**config.mk**
```make
export PLATFORM = sky130hd
export DESIGN_NAME = tournament_predictor
export DESIGN_NICKNAME = d
export VERILOG_FILES = /design/src/rtl/bp_pkg.sv /design/src/rtl/bimodal_table.sv /design/src/rtl/gshare_table.sv /design/src/rtl/choice_table.sv /design/src/rtl/tournament_predictor.sv
export SDC_FILE = /design/constraint.sdc
export NUM_CORES = 1
export LEC_CHECK = 0
export BUFFER_PORTS_ARGS = -buffer_cell sky130_fd_sc_hd__buf_2
export CORE_MARGIN = 5
export CORE_UTILIZATION = 51
export DETAILED_ROUTE_END_ITERATION = 10
export PLACE_DENSITY_LB_ADDON = 0.05
export SYNTH_ARGS = -nofsm -noshare
export SYNTH_HDL_FRONTEND = slang
export SYNTH_SLANG_ARGS = --single-unit
```
**constraint.sdc**
```tcl
create_clock -name clk -period 5.5 [get_ports clk]
set_input_delay 0.55 -clock clk [delete_from_list [all_inputs] [get_ports clk]]
set_output_delay 0.55 -clock clk [all_outputs]
set_load 0.01 [all_outputs]
```
**src/rtl/bp_pkg.sv**
```systemverilog
`default_nettype none

package bp_pkg;

   //////////////////////////////
   // Sizes
   //////////////////////////////
   localparam int ENTRIES    = 32;
   localparam int INDEX_BITS = 5;            // log2 of ENTRIES
   localparam int HIST_BITS  = INDEX_BITS;   // History folds straight onto the index
   localparam int ADDR_BITS  = 32;
   localparam int LANES      = 2;

   //////////////////////////////
   // 2-bit counter encodings
   //////////////////////////////
   localparam logic [1:0] CNT_STRONG_NT = 2'b00;
   localparam logic [1:0] CNT_STRONG_T  = 2'b11;
   // Weakly taken for the components, weakly gshare for the chooser
   localparam logic [1:0] CNT_RESET     = 2'b10;

   // One fetch lane, lane 0 never looks at ignore
   typedef struct packed {
      logic [ADDR_BITS-1:0] pc;
      logic                 is_branch;
      logic                 ignore;
   } fetch_lane_t;

   // One lane's answer back to fetch
   typedef struct packed {
      logic                 taken;
      logic [HIST_BITS-1:0] history;   // Snapshot to carry down the pipe
   } pred_lane_t;

   // Resolved branch from execute
   typedef struct packed {
      logic                 valid;
      logic [ADDR_BITS-1:0] pc;
      logic                 taken;       // Actual outcome
      logic                 mispredict;
      logic [HIST_BITS-1:0] history;     // Snapshot returned from fetch
   } update_t;

   // Word aligned PC bits [6:2]
   function automatic logic [INDEX_BITS-1:0] pc_index(input logic [ADDR_BITS-1:0] pc);
      return pc[INDEX_BITS+1:2];
   endfunction

   // Saturating step, up means toward taken / toward gshare
   function automatic logic [1:0] cnt_train(input logic [1:0] cnt, input logic up);
      logic [1:0] nxt;
      nxt = cnt;
      if (up && (cnt != CNT_STRONG_T)) begin
         nxt = cnt + 2'd1;
      end else if (!up && (cnt != CNT_STRONG_NT)) begin
         nxt = cnt - 2'd1;
      end
      return nxt;
   endfunction

endpackage

`default_nettype wire

```
**src/rtl/bimodal_table.sv**
```systemverilog
`timescale 1ns/1ps
`default_nettype none

module bimodal_table (
      input  wire logic                                     clk,
      input  wire logic                                     reset,
      input  wire bp_pkg::fetch_lane_t [bp_pkg::LANES-1:0]  fetch_i,
      input  wire bp_pkg::update_t                          update_i,
      output logic [bp_pkg::LANES-1:0]                      lane_taken_o,
      output logic                                          upd_pred_o
   );

   //////////////////////////////
   // Counter storage
   //////////////////////////////
   logic [1:0] cnt_q [bp_pkg::ENTRIES];

   logic [bp_pkg::INDEX_BITS-1:0] lane_idx [bp_pkg::LANES];
   logic [bp_pkg::INDEX_BITS-1:0] upd_idx;

   // Plain PC index per lane
   always_comb begin
      for (int l = 0; l < bp_pkg::LANES; l++) begin
         lane_idx[l] = bp_pkg::pc_index(fetch_i[l].pc);
      end
   end

   assign upd_idx = bp_pkg::pc_index(update_i.pc);

   //////////////////////////////
   // Lookup
   //////////////////////////////
   always_comb begin
      for (int l = 0; l < bp_pkg::LANES; l++) begin
         lane_taken_o[l] = cnt_q[lane_idx[l]][1];   // MSB is the direction
      end
   end

   // Old counter at the update slot, lets the chooser judge this table
   assign upd_pred_o = cnt_q[upd_idx][1];

   //////////////////////////////
   // Training
   //////////////////////////////
   always_ff @(posedge clk or negedge reset) begin
      if (!reset) begin
         for (int i = 0; i < bp_pkg::ENTRIES; i++) begin
            cnt_q[i] <= bp_pkg::CNT_RESET;
         end
      end else if (update_i.valid) begin
         cnt_q[upd_idx] <= bp_pkg::cnt_train(cnt_q[upd_idx], update_i.taken);
      end
   end

   // Execute only flags a mispredict on a real resolution
   mispredict_needs_valid: assert property (
      @(posedge clk) disable iff (!reset)
      update_i.mispredict |-> update_i.valid
   ) else $error("bimodal_table: mispredict without update valid");

endmodule

`default_nettype wire

```
**src/rtl/gshare_table.sv**
```systemverilog
`timescale 1ns/1ps
`default_nettype none

module gshare_table (
      input  wire logic                                     clk,
      input  wire logic                                     reset,
      input  wire logic                                     base_valid_i,
      input  wire bp_pkg::fetch_lane_t [bp_pkg::LANES-1:0]  fetch_i,
      input  wire logic                                     lane0_final_i,
      input  wire logic                                     lane1_final_i,
      input  wire bp_pkg::update_t                          update_i,
      output logic [bp_pkg::LANES-1:0]                      lane_taken_o,
      output logic [bp_pkg::LANES-1:0][bp_pkg::HIST_BITS-1:0] lane_hist_o,
      output logic                                          upd_pred_o
   );

   // Shift one outcome into a history word
   function automatic logic [bp_pkg::HIST_BITS-1:0] hist_push(
         input logic [bp_pkg::HIST_BITS-1:0] hist,
         input logic                         taken
      );
      return {hist[bp_pkg::HIST_BITS-2:0], taken};
   endfunction

   //////////////////////////////
   // State
   //////////////////////////////
   logic [1:0]                    cnt_q [bp_pkg::ENTRIES];
   logic [bp_pkg::HIST_BITS-1:0]  hist_q;      // Speculative global history
   logic [bp_pkg::HIST_BITS-1:0]  hist_d;

   logic                          live0;
   logic                          live1;
   logic [bp_pkg::HIST_BITS-1:0]  hist0;
   logic [bp_pkg::HIST_BITS-1:0]  hist1;
   logic [bp_pkg::HIST_BITS-1:0]  hist_spec;   // After the whole group
   logic [bp_pkg::HIST_BITS-1:0]  hist_fix;    // Restore value on mispredict
   logic                          restore;

   logic [bp_pkg::INDEX_BITS-1:0] idx0;
   logic [bp_pkg::INDEX_BITS-1:0] idx1;
   logic [bp_pkg::INDEX_BITS-1:0] upd_idx;

   //////////////////////////////
   // Per-lane history
   //////////////////////////////
   assign live0 = fetch_i[0].is_branch;
   assign live1 = fetch_i[1].is_branch & ~fetch_i[1].ignore;

   assign hist0 = hist_q;
   // Lane 1 sees lane 0's final call if lane 0 is a branch
   assign hist1 = live0 ? hist_push(hist_q, lane0_final_i) : hist_q;
   assign hist_spec = live1 ? hist_push(hist1, lane1_final_i) : hist1;

   assign lane_hist_o[0] = hist0;
   assign lane_hist_o[1] = hist1;

   //////////////////////////////
   // Lookup
   //////////////////////////////
   assign idx0 = bp_pkg::pc_index(fetch_i[0].pc) ^ hist0;
   assign idx1 = bp_pkg::pc_index(fetch_i[1].pc) ^ hist1;

   assign lane_taken_o[0] = cnt_q[idx0][1];
   assign lane_taken_o[1] = cnt_q[idx1][1];

   // Train at the index fetch actually used
   assign upd_idx    = bp_pkg::pc_index(update_i.pc) ^ update_i.history;
   assign upd_pred_o = cnt_q[upd_idx][1];

   //////////////////////////////
   // History update
   //////////////////////////////
   assign restore  = update_i.valid & update_i.mispredict;
   assign hist_fix = hist_push(update_i.history, update_i.taken);

   always_comb begin
      hist_d = hist_q;
      if (restore) begin
         hist_d = hist_fix;   // Wins over a new fetch group
      end else if (base_valid_i) begin
         hist_d = hist_spec;
      end
   end

   always_ff @(posedge clk or negedge reset) begin
      if (!reset) begin
         hist_q <= '0;
      end else begin
         hist_q <= hist_d;
      end
   end

   // Counter training
   always_ff @(posedge clk or negedge reset) begin
      if (!reset) begin
         for (int i = 0; i < bp_pkg::ENTRIES; i++) begin
            cnt_q[i] <= bp_pkg::CNT_RESET;
         end
      end else if (update_i.valid) begin
         cnt_q[upd_idx] <= bp_pkg::cnt_train(cnt_q[upd_idx], update_i.taken);
      end
   end

   // Lane finals and update snapshot must never leak X into the history
   hist_known: assert property (
      @(posedge clk) disable iff (!reset)
      !$isunknown(hist_q)
   ) else $error("gshare_table: global history unknown");

endmodule

`default_nettype wire

```
**src/rtl/choice_table.sv**
```systemverilog
`timescale 1ns/1ps
`default_nettype none

module choice_table (
      input  wire logic                                     clk,
      input  wire logic                                     reset,
      input  wire bp_pkg::fetch_lane_t [bp_pkg::LANES-1:0]  fetch_i,
      input  wire bp_pkg::update_t                          update_i,
      input  wire logic [bp_pkg::LANES-1:0]                 bim_taken_i,
      input  wire logic [bp_pkg::LANES-1:0]                 gsh_taken_i,
      input  wire logic                                     bim_upd_i,
      input  wire logic                                     gsh_upd_i,
      output logic [bp_pkg::LANES-1:0]                      pred_o,
      output logic                                          lane0_final_o
   );

   //////////////////////////////
   // Chooser counters
   //////////////////////////////
   // High half prefers gshare, low half prefers bimodal
   logic [1:0] cnt_q [bp_pkg::ENTRIES];

   logic [bp_pkg::INDEX_BITS-1:0] lane_idx [bp_pkg::LANES];
   logic [bp_pkg::LANES-1:0]      use_gsh;
   logic [bp_pkg::INDEX_BITS-1:0] upd_idx;
   logic                          disagree;
   logic                          gsh_right;

   always_comb begin
      for (int l = 0; l < bp_pkg::LANES; l++) begin
         lane_idx[l] = bp_pkg::pc_index(fetch_i[l].pc);
         use_gsh[l]  = cnt_q[lane_idx[l]][1];
      end
   end

   //////////////////////////////
   // Final selection
   //////////////////////////////
   always_comb begin
      for (int l = 0; l < bp_pkg::LANES; l++) begin
         pred_o[l] = use_gsh[l] ? gsh_taken_i[l] : bim_taken_i[l];
      end
   end

   // Feeds gshare's lane 1 history, no loop since lane 0 stands alone
   assign lane0_final_o = pred_o[0];

   //////////////////////////////
   // Training
   //////////////////////////////
   assign upd_idx   = bp_pkg::pc_index(update_i.pc);
   assign disagree  = bim_upd_i ^ gsh_upd_i;          // Only then is one side right
   assign gsh_right = (gsh_upd_i == update_i.taken);

   always_ff @(posedge clk or negedge reset) begin
      if (!reset) begin
         for (int i = 0; i < bp_pkg::ENTRIES; i++) begin
            cnt_q[i] <= bp_pkg::CNT_RESET;
         end
      end else if (update_i.valid && disagree) begin
         // Up toward gshare, down toward bimodal
         cnt_q[upd_idx] <= bp_pkg::cnt_train(cnt_q[upd_idx], gsh_right);
      end
   end

   // An unknown select would hand fetch neither component's answer
   for (genvar l = 0; l < bp_pkg::LANES; l++) begin : g_known_chk
      pred_known: assert property (
         @(posedge clk) disable iff (!reset)
         !$isunknown({use_gsh[l], pred_o[l]})
      ) else $error("choice_table: lane %0d prediction unknown", l);
   end

endmodule

`default_nettype wire

```
**src/rtl/tournament_predictor.sv**
```systemverilog
`timescale 1ns/1ps
`default_nettype none

module tournament_predictor (
      input  wire logic                                     clk,
      input  wire logic                                     reset,
      input  wire logic                                     base_valid_i,
      input  wire bp_pkg::fetch_lane_t [bp_pkg::LANES-1:0]  fetch_i,
      input  wire bp_pkg::update_t                          update_i,
      output bp_pkg::pred_lane_t [bp_pkg::LANES-1:0]        pred_o
   );

   //////////////////////////////
   // Internal nets
   //////////////////////////////
   logic [bp_pkg::LANES-1:0]                    bim_taken;
   logic [bp_pkg::LANES-1:0]                    gsh_taken;
   logic [bp_pkg::LANES-1:0]                    final_taken;
   logic [bp_pkg::LANES-1:0][bp_pkg::HIST_BITS-1:0] lane_hist;
   logic                                        bim_upd;
   logic                                        gsh_upd;
   logic                                        lane0_final;   // Back into gshare

   bimodal_table u_bimodal (
      .clk          (clk),
      .reset        (reset),
      .fetch_i      (fetch_i),
      .update_i     (update_i),
      .lane_taken_o (bim_taken),
      .upd_pred_o   (bim_upd)
   );

   gshare_table u_gshare (
      .clk           (clk),
      .reset         (reset),
      .base_valid_i  (base_valid_i),
      .fetch_i       (fetch_i),
      .lane0_final_i (lane0_final),
      .lane1_final_i (final_taken[1]),   // Only reaches the history register
      .update_i      (update_i),
      .lane_taken_o  (gsh_taken),
      .lane_hist_o   (lane_hist),
      .upd_pred_o    (gsh_upd)
   );

   choice_table u_choice (
      .clk           (clk),
      .reset         (reset),
      .fetch_i       (fetch_i),
      .update_i      (update_i),
      .bim_taken_i   (bim_taken),
      .gsh_taken_i   (gsh_taken),
      .bim_upd_i     (bim_upd),
      .gsh_upd_i     (gsh_upd),
      .pred_o        (final_taken),
      .lane0_final_o (lane0_final)
   );

   // Taken from the chooser, history from gshare
   for (genvar l = 0; l < bp_pkg::LANES; l++) begin : g_pred
      assign pred_o[l].taken   = final_taken[l];
      assign pred_o[l].history = lane_hist[l];
   end

endmodule

`default_nettype wire

```
==> impl_metrics.tcl, run 1 <==
set metrics [dict create \
    status "finished, final reports clean" \
    drive_above_1_share 0.512 \
    final_nets 1061 \
    hold_path.class "in -> async" \
    vias 8039 \
    synth_edf_count 0 \
    yosysSeqAreaShare 0.425 \
    ant_nets 0 \
    synth.cell_area_um2 11900 \
    crit_path_end_kind "output pin" \
    slew_violations 0 \
    post-place-cells 1238 \
    relSlewSlack 0.137 \
    cts_resized 0 \
    overflow 0 \
    clk_pin_slew_ns 0.07 \
    fin_ws_ns 0.529 \
    grt_usage 0.245 \
    utilization 0.569 \
    filler_cell_count 1897 \
    antenna_found_initial 0 \
    gp_congestion 0.875 \
    crit_path_start_kind "input port" \
    hold_buffers 0 \
    crit_type "in -> out" \
    syn_inst 933 \
    ys_ff_latch 197 \
    die_w_um 163 \
    cts_made_buffers 17 \
    start_util 0.521 \
    peakVddDrop_uv 195 \
    portBuffers 40 \
    cts_root_buf "clkbuf_16" \
    rrSetupSlack_ns 1.78 \
    final_area_um2 13000 \
    instances_no_fill 1270 \
    io_pins 123 \
    grt_pass1_wl_mm 49.4 \
    drt_iter0_drc 672 \
    pre_cts_ws_ns 0.591 \
    post_cts_buffers 0 \
    ys_warn_count 0 \
    crit_path_frequent_cell "buf_2" \
    fin_skew_ns 0.0167 \
    diodes 0 \
    routedWlPerCell_um 24.5 \
    dpl_cell_area_um2 12400 \
    syn_nets 1050 \
    htree_levels 4 \
    cts_tree "done" \
    power_density_nw_per_um2 390 \
    die_area_um2 26400 \
    tightest_slew_ns 1.29 \
    static-leakage-power_nw 5.28 \
    maxCapViolations 0 \
    finalPower_mw 5.05 \
    area_growth_syn_to_layout_pct 9.15 \
    fin_crit_sh 0.904 \
    finalWirelength_mm 31.1 \
    vias_per_cell 6.33 \
    crit_slowest_cell "mux4_2" \
    grt_pass1_vias 8426 \
    cts.sinks 197 \
    hpwl_mm 22.3 \
    rows 55 \
    die_y_um 163 \
    fin_crit_ns 4.97 \
    hold_slack_ns 0.0908 \
    hold_viol_final 0 \
    final-setup-viol-count 0 \
    drc_errors 0 \
    worst-path-buf-inv 3 \
    core_um2 22800 \
    max_freq_mhz 201 \
    crit_arrival_ns 4.42 \
    critical-path-top-delay-family "compound AO/OA/AOI/OAI gates" \
    dr.pass1.iters 6 \
    synth.distinct_cells 57 \
    required_ns 4.95 \
    crit_chain "buf_2 > buf_4 > xor2_2 > mux4_2 > nand3b_1 > o211ai_1 > o311ai_2 > and3_1 > or2_1 > mux2_2 > o31ai_1 > o22ai_1 > o21ai_0 > buf_2" \
    timing.setup.tns_ns 0 \
    synth_area_per_cell_um2 12.7 \
    slowest_delay_ns 0.56 \
    grt_max_degree 127 \
    rsz0062_at_grt "no" \
    crit_fanout 13 \
    clk_latency_ns 0.44 \
    ys_async_sr_fraction 1.00 \
    ys.flop_type "dfrtp_1" \
    cts_buffer_depth 2 \
]
-- cell usage in the layout, fill, tap and decap left out, types with 5 or more instances in the layout --
cell type,count
mux2_2,199
nor2_1,102
dfrtp_1,101
dfstp_2,96
mux4_2,87
nand2_1,54
buf_2,39
mux2i_1,30
a21oi_1,19
inv_1,18
buf_4,18
a22oi_1,17
clkbuf_16,17
nand3_1,13
xor2_1,9
and3_1,8
xnor2_1,8
nor2b_1,6
o21ai_0,6
ha_1,6
a211oi_1,5
o22ai_1,5
a221oi_1,5
-- Yosys cell counts (6+ instances only) --
cell	number	area, um^2
a21oi_1	19	95.1
a22oi_1	17	128
and3_1	8	50.1
buf_2	10	50.1
clkbuf_1	46	173
dfrtp_1	101	2530
dfstp_2	96	2520
ha_1	6	75.1
inv_1	18	67.6
mux2_2	199	2240
mux2i_1	30	300
mux4_2	87	1960
nand2_1	54	203
nand3_1	13	65.1
nor2_1	102	383
nor2b_1	6	37.5
o21ai_0	9	45.0
xnor2_1	11	96.3
xor2_1	11	96.3
-- where the power goes --
part / switching (mW) / internal (mW)
clock network: 0.630 / 0.608
registers: 0.258 / 1.91
logic: 0.856 / 0.794
total: 1.75 / 3.31
-- per-layer routing --
metal	routed length (um)	vias up	global-route usage	part of all wire
li1	-	3494	-	-
met1	13900	4272	0.353	0.45
met2	15100	254	0.398	0.49
met3	1760	19	0.0400	0.057
met4	297	0	0.0469	0.0095
met5	0	-	0	0
-- path summary, 6_finish.rpt --
path / cells past startpoint / to / startpoint
setup / recovery: 14 / pred_o[11] / fetch_i[5]
hold / removal: 1 / u_gshare.cnt_q[14] / reset
setup reg to reg: 12 / u_gshare.hist0[0] / u_gshare.hist0[0]
hold reg to reg: 1 / u_choice.cnt_q[42] / u_choice.cnt_q[42]
max in group asynchronous: 2 / u_choice.cnt_q[12] / reset
min in group clk: 3 / u_gshare.hist0[1] / update_i[0]
-- area by class of cell --
class                           instances  area, um^2  share of cell area
Clock inverter                         15         161              0.0125
Multi-Input combinational cell        651        6500               0.501
Clock buffer                           17         425              0.0328
Sequential cell                       197        5050               0.390
Inverter                               18        67.6             0.00521
Tap cell                              313         392              0.0302
Timing Repair Buffer                   59         364              0.0281
-- cell families (layout without fill, tap and decap cells) --
logic type / Yosys count / count (layout) / synth area share
flops: 197 / 197 / 0.425
buf+inv: 85 / 109 / 0.0305
simple gates: 219 / 219 / 0.0833
xor+xnor: 24 / 24 / 0.0190
compound gates: 82 / 82 / 0.0480
fa+ha+maj: 6 / 6 / 0.00632
mux: 320 / 320 / 0.388
-- flip-flops by register name, indices dropped and copies added, names as in the netlist --
signal and flops:
u_gshare.cnt_q 64, u_gshare.hist0 5, u_bimodal.cnt_q 64, u_choice.cnt_q 64
(Power assumes the default switching activity.)
==> inputs of run 2 (changes only) <==
--- a/config.mk
+++ b/config.mk
@@ -7,7 +7,7 @@
 export LEC_CHECK = 0
 export BUFFER_PORTS_ARGS = -buffer_cell sky130_fd_sc_hd__buf_2
 export CORE_MARGIN = 5
-export CORE_UTILIZATION = 51
+export CORE_UTILIZATION = 28
 export DETAILED_ROUTE_END_ITERATION = 10
 export PLACE_DENSITY_LB_ADDON = 0.05
 export SYNTH_ARGS = -nofsm -noshare
==> impl_metrics.tcl, run 2 (synthesis results as in run 1) <==
set metrics [dict create \
    status "finished, final reports clean" \
    cts_tree "done" \
    peakVddDrop_uv 174 \
    rr_worst_depth 11 \
    diodes 0 \
    fin_crit_sh 0.934 \
    slowest_delay_ns 0.60 \
    fin_crit_ns 5.13 \
    finalWirelength_mm 37.0 \
    max_freq_mhz 195 \
    hpwl_mm 26.4 \
    instances_no_fill 1501 \
    area_growth_syn_to_layout_pct 12.2 \
    io_pins 123 \
    timing.setup.tns_ns 0 \
    clk_pin_slew_ns 0.08 \
    utilization 0.318 \
    rsz0062_at_grt "no" \
    pwr-share-comb 0.331 \
    hold_viol_final 0 \
    r2r_start "u_gshare.hist0[0]" \
    hold_buffers 0 \
    static-leakage-power_nw 5.33 \
    p_int_mw 3.44 \
    p_switching_mw 1.80 \
    relSlewSlack 0.257 \
    gp_congestion 0.795 \
    die_w_um 216 \
    drt_iter0_drc 320 \
    required_ns 4.95 \
    clk_latency_ns 0.47 \
    cts_root_buf "clkbuf_16" \
    overflow 0 \
    wirelength_met1_mm 17.0 \
    post-place-cells 1469 \
    hold_path.class "in -> async" \
    final-setup-viol-count 0 \
    die_area_um2 46600 \
    grt_pass1_wl_mm 56.0 \
    portBuffers 40 \
    crit_chain "xnor2_4 > mux4_1 > mux2i_1 > o211ai_1 > o311ai_2 > and3_1 > or2_1 > mux2_2 > o31ai_1 > o22ai_1 > o21ai_0 > buf_2" \
    grt_max_degree 106 \
    maxCapViolations 0 \
    pwr-share-clk 0.255 \
    final_nets 1066 \
    crit_slowest_cell "mux4_1" \
    rrSetupSlack_ns 1.51 \
    swShare 0.343 \
    rows 75 \
    crit_path_end_kind "output pin" \
    crit_arrival_ns 4.58 \
    routedWlPerCell_um 24.7 \
    pre_cts_ws_ns 0.325 \
    vias_per_cell 5.21 \
    die_y_um 216 \
    tightest_slew_ns 1.11 \
    mostFrequentLayoutCell "mux2_2" \
    ant_nets 0 \
    wl_met2_mm 18.5 \
    filler_cell_count 4247 \
    crit_path_start_kind "register" \
    crit_type "reg -> out" \
    htree_levels 4 \
    antenna_found_initial 1 \
    core_um2 41900 \
    wl_met3_mm 1.06 \
    drc_errors 0 \
    crit_fanout 9 \
    cts_buffer_depth 2 \
    fin_ws_ns 0.365 \
    final_cell_mix "mux2_2 (199), nor2_1 (102), dfrtp_1 (101), dfstp_2 (96), mux4_2 (87)" \
    vias 7813 \
    grt_usage 0.161 \
    r2r_end "u_gshare.hist0[0]" \
    cts.sinks 197 \
    highest_layer "met5" \
    fin_skew_ns 0.0170 \
    finalPower_mw 5.24 \
    slew_violations 0 \
    drive_above_1_share 0.515 \
    start_util 0.283 \
    worst-path-buf-inv 1 \
    grt_pass1_vias 8202 \
    critical-path-top-delay-family "multiplexers" \
    largestRegisters "u_bimodal.cnt_q (64), u_choice.cnt_q (64), u_gshare.cnt_q (64)" \
    sequentialPowerShare 0.414 \
    power_density_nw_per_um2 393 \
    dr.pass1.iters 5 \
    cts_made_buffers 17 \
]
-- run 2: layout make-up --
cell class                 instances  area, um^2  share of cell area
multi-input combinational        651        6510               0.489
sequential                       197        5050               0.379
tap                              539         674              0.0506
clock buffer                      21         470              0.0353
timing repair buffer              64         414              0.0311
clock inverter                    11         135              0.0101
inverter                          18        67.6             0.00507
-- run 2: timing repair --
item	CTS	global route
hold endpoints to repair	0	0
endpoints found under the setup margin	0	1
buffers inserted	0	0
gates resized for setup	0	1
-- run 2: worst max path at each step --
stage                            from         end  slack (ns)  cells after the start
finish              u_gshare.hist0[0]  pred_o[11]        0.37                     12
global route        u_gshare.hist0[0]  pred_o[11]       0.009                     12
CTS                 u_gshare.hist0[0]  pred_o[11]        0.11                     12
detailed placement         fetch_i[4]  pred_o[11]        0.32                     13
global placement           fetch_i[4]  pred_o[11]        0.34                     13
floorplan                  fetch_i[4]  pred_o[11]        1.36                     14
-- run 2: worst reg2reg max path: stages (launching register included) --
cell and delay, ns:
dfrtp_1 0.49, xnor2_4 0.44, mux4_1 0.60, mux2i_1 0.34
o211ai_1 0.18, o311ai_2 0.35, a21oi_1 0.25, or2_1 0.34
a211o_1 0.28, a221oi_1 0.37, o221ai_1 0.17, nand3_1 0.10
-- run 2: power by group through the flow --
stage,registers [mW],logic [mW],clock network (mW)
after floorplan,2.08,1.23,0
final,2.17,1.73,1.34
after global routing,2.22,1.89,1.44
after CTS,2.17,1.78,1.40
after detailed placement,2.20,1.77,0
after global placement,2.19,1.76,0
-- run 2: per-layer routing --
layer	track usage	up-vias
met2	0.273	87
met4	0.0322	2
met1	0.215	4170
li1	-	3533
met5	0	-
met3	0.0338	21
-- run 2: stage by stage --
step | instance area, um^2 | hold WS [ns]
CTS | 13300 | 0.186
global placement | 12700 | 0.487
global route | 13300 | 0.196
detailed placement | 12700 | 0.491
floorplan | 11900 | 0.254
finish | 13300 | 0.132
==> inputs of run 3 (changes only) <==
--- a/config.mk
+++ b/config.mk
@@ -5,11 +5,12 @@
 export SDC_FILE = /design/constraint.sdc
 export NUM_CORES = 1
 export LEC_CHECK = 0
-export BUFFER_PORTS_ARGS = -buffer_cell sky130_fd_sc_hd__buf_2
+export BUFFER_PORTS_ARGS = -buffer_cell sky130_fd_sc_hd__buf_4
 export CORE_MARGIN = 5
 export CORE_UTILIZATION = 28
 export DETAILED_ROUTE_END_ITERATION = 10
 export PLACE_DENSITY_LB_ADDON = 0.05
+export SETUP_SLACK_MARGIN = 0.1
 export SYNTH_ARGS = -nofsm -noshare
 export SYNTH_HDL_FRONTEND = slang
 export SYNTH_SLANG_ARGS = --single-unit
==> impl_metrics.tcl, run 3 (synthesis results as in run 1) <==
set metrics [dict create \
    crit_slowest_cell "mux4_1" \
    drive_above_1_share 0.519 \
    crit_fanout 8 \
    fin_crit_ns 5.03 \
    finalPower_mw 5.34 \
    static-leakage-power_nw 5.39 \
    filler_cell_count 4232 \
    fin_skew_ns 0.0134 \
    peakVddDrop_uv 190 \
    diodes 0 \
    r2r_start "u_gshare.hist0[0]" \
    routedWlPerCell_um 25.2 \
    cts.sinks 197 \
    rrSetupSlack_ns 1.66 \
    grt_pass1_vias 8379 \
    critical-path-top-delay-family "compound AO/OA/AOI/OAI gates" \
    status "finished, final reports clean" \
    hpwl_mm 26.7 \
    core_um2 41900 \
    crit_arrival_ns 4.48 \
    regArea_um2 5050 \
    largestRegisters "u_bimodal.cnt_q (64), u_choice.cnt_q (64), u_gshare.cnt_q (64)" \
    rows 75 \
    multi_input_area_um2 6510 \
    finalWirelength_mm 37.9 \
    die_w_um 216 \
    slew_violations 0 \
    portBuffers 40 \
    vias_per_cell 5.21 \
    instances_no_fill 1507 \
    drt_iter0_drc 452 \
    overflow 0 \
    cts_root_buf "clkbuf_16" \
    clk_pin_slew_ns 0.08 \
    final-setup-viol-count 0 \
    cp-startpoint "u_gshare.hist0[0]" \
    gp_congestion 0.761 \
    cts_made_buffers 17 \
    required_ns 4.95 \
    rr_worst_depth 13 \
    hold_path.class "in -> async" \
    area_growth_syn_to_layout_pct 13.6 \
    crit_chain "xnor2_4 > buf_12 > mux4_1 > mux2i_1 > nor3b_1 > o311ai_2 > and3_1 > buf_4 > nor3_1 > a211o_1 > a221oi_1 > o22ai_1 > o21ai_0 > buf_4" \
    final_cell_mix "mux2_2 (199), nor2_1 (102), dfrtp_1 (101), dfstp_2 (96), mux4_2 (87)" \
    hold_buffers 0 \
    crit_path_frequent_cell "buf_4" \
    cts_tree "done" \
    grt_pass1_wl_mm 57.8 \
    fin_crit_sh 0.915 \
    grt_max_degree 127 \
    start_util 0.283 \
    timing.setup.tns_ns 0 \
    crit_path_start_kind "register" \
    dr.pass1.iters 5 \
    vias 7851 \
    drc_errors 0 \
    clk_latency_ns 0.47 \
    io_pins 123 \
    power_density_nw_per_um2 396 \
    antenna_found_initial 0 \
    worst-path-buf-inv 3 \
    tightest_slew_ns 0.933 \
    crit_type "reg -> out" \
    max_freq_mhz 199 \
    mostFrequentLayoutCell "mux2_2" \
    slowest_delay_ns 0.54 \
    htree_levels 4 \
    final_nets 1072 \
    die_area_um2 46600 \
    rsz0062_at_grt "no" \
    grt_usage 0.167 \
    die_y_um 216 \
    maxCapViolations 0 \
    cts_buffer_depth 2 \
    ant_nets 0 \
    crit_path_end_kind "output pin" \
    r2r_end "u_gshare.hist0[0]" \
    post-place-cells 1473 \
    relSlewSlack 0.377 \
    hold_viol_final 0 \
]
[run 3: through the flow]
step           cell area (um^2)  hold slack (ns)  worst slack (ns)  utilization
2_1_floorplan             11900            0.254              1.36            -
3_3_place_gp              12800            0.485             0.330        0.306
3_5_place_dp              12800            0.491             0.338        0.306
4_1_cts                   13500            0.106             0.106        0.321
5_1_grt                   13500            0.128             0.220        0.322
6_report                  13500           0.0915             0.470        0.322
[run 3: power breakdown]
group | internal (mW) | switching [mW] | total, mW
clock | 0.713 | 0.643 | 1.36
sequential | 1.91 | 0.259 | 2.17
combinational | 0.870 | 0.944 | 1.81
[run 3: final cells by class]
cell class              count  area share
multi-input cells         651       0.483
flip-flops and latches    197       0.374
well taps                 539      0.0500
repair buffers             70      0.0422
clock buffers              19      0.0336
clock inverters            13      0.0121
inverters                  18     0.00501
[run 3: worst max-delay path by stage]
stage,end,slack [ns],cells after the start
after floorplan,pred_o[11],1.36,14
after global placement,pred_o[11],0.33,13
after detailed placement,pred_o[11],0.34,14
after CTS,pred_o[11],0.11,13
after global routing,pred_o[11],0.22,14
final,pred_o[11],0.47,14
[run 3: metal layers]
metal	vias to the layer above	track usage	share of wire
met1	4221	0.225	0.46
met2	83	0.282	0.51
met4	0	0.0358	0.012
met5	-	0	0
li1	3526	-	-
met3	21	0.0311	0.024
[run 3: timing repair]
action                     in CTS  in global routing
setup buffers                   0                  2
setup endpoints to repair       0                  1
hold endpoints to repair        0                  0
gates resized for setup         0                  1
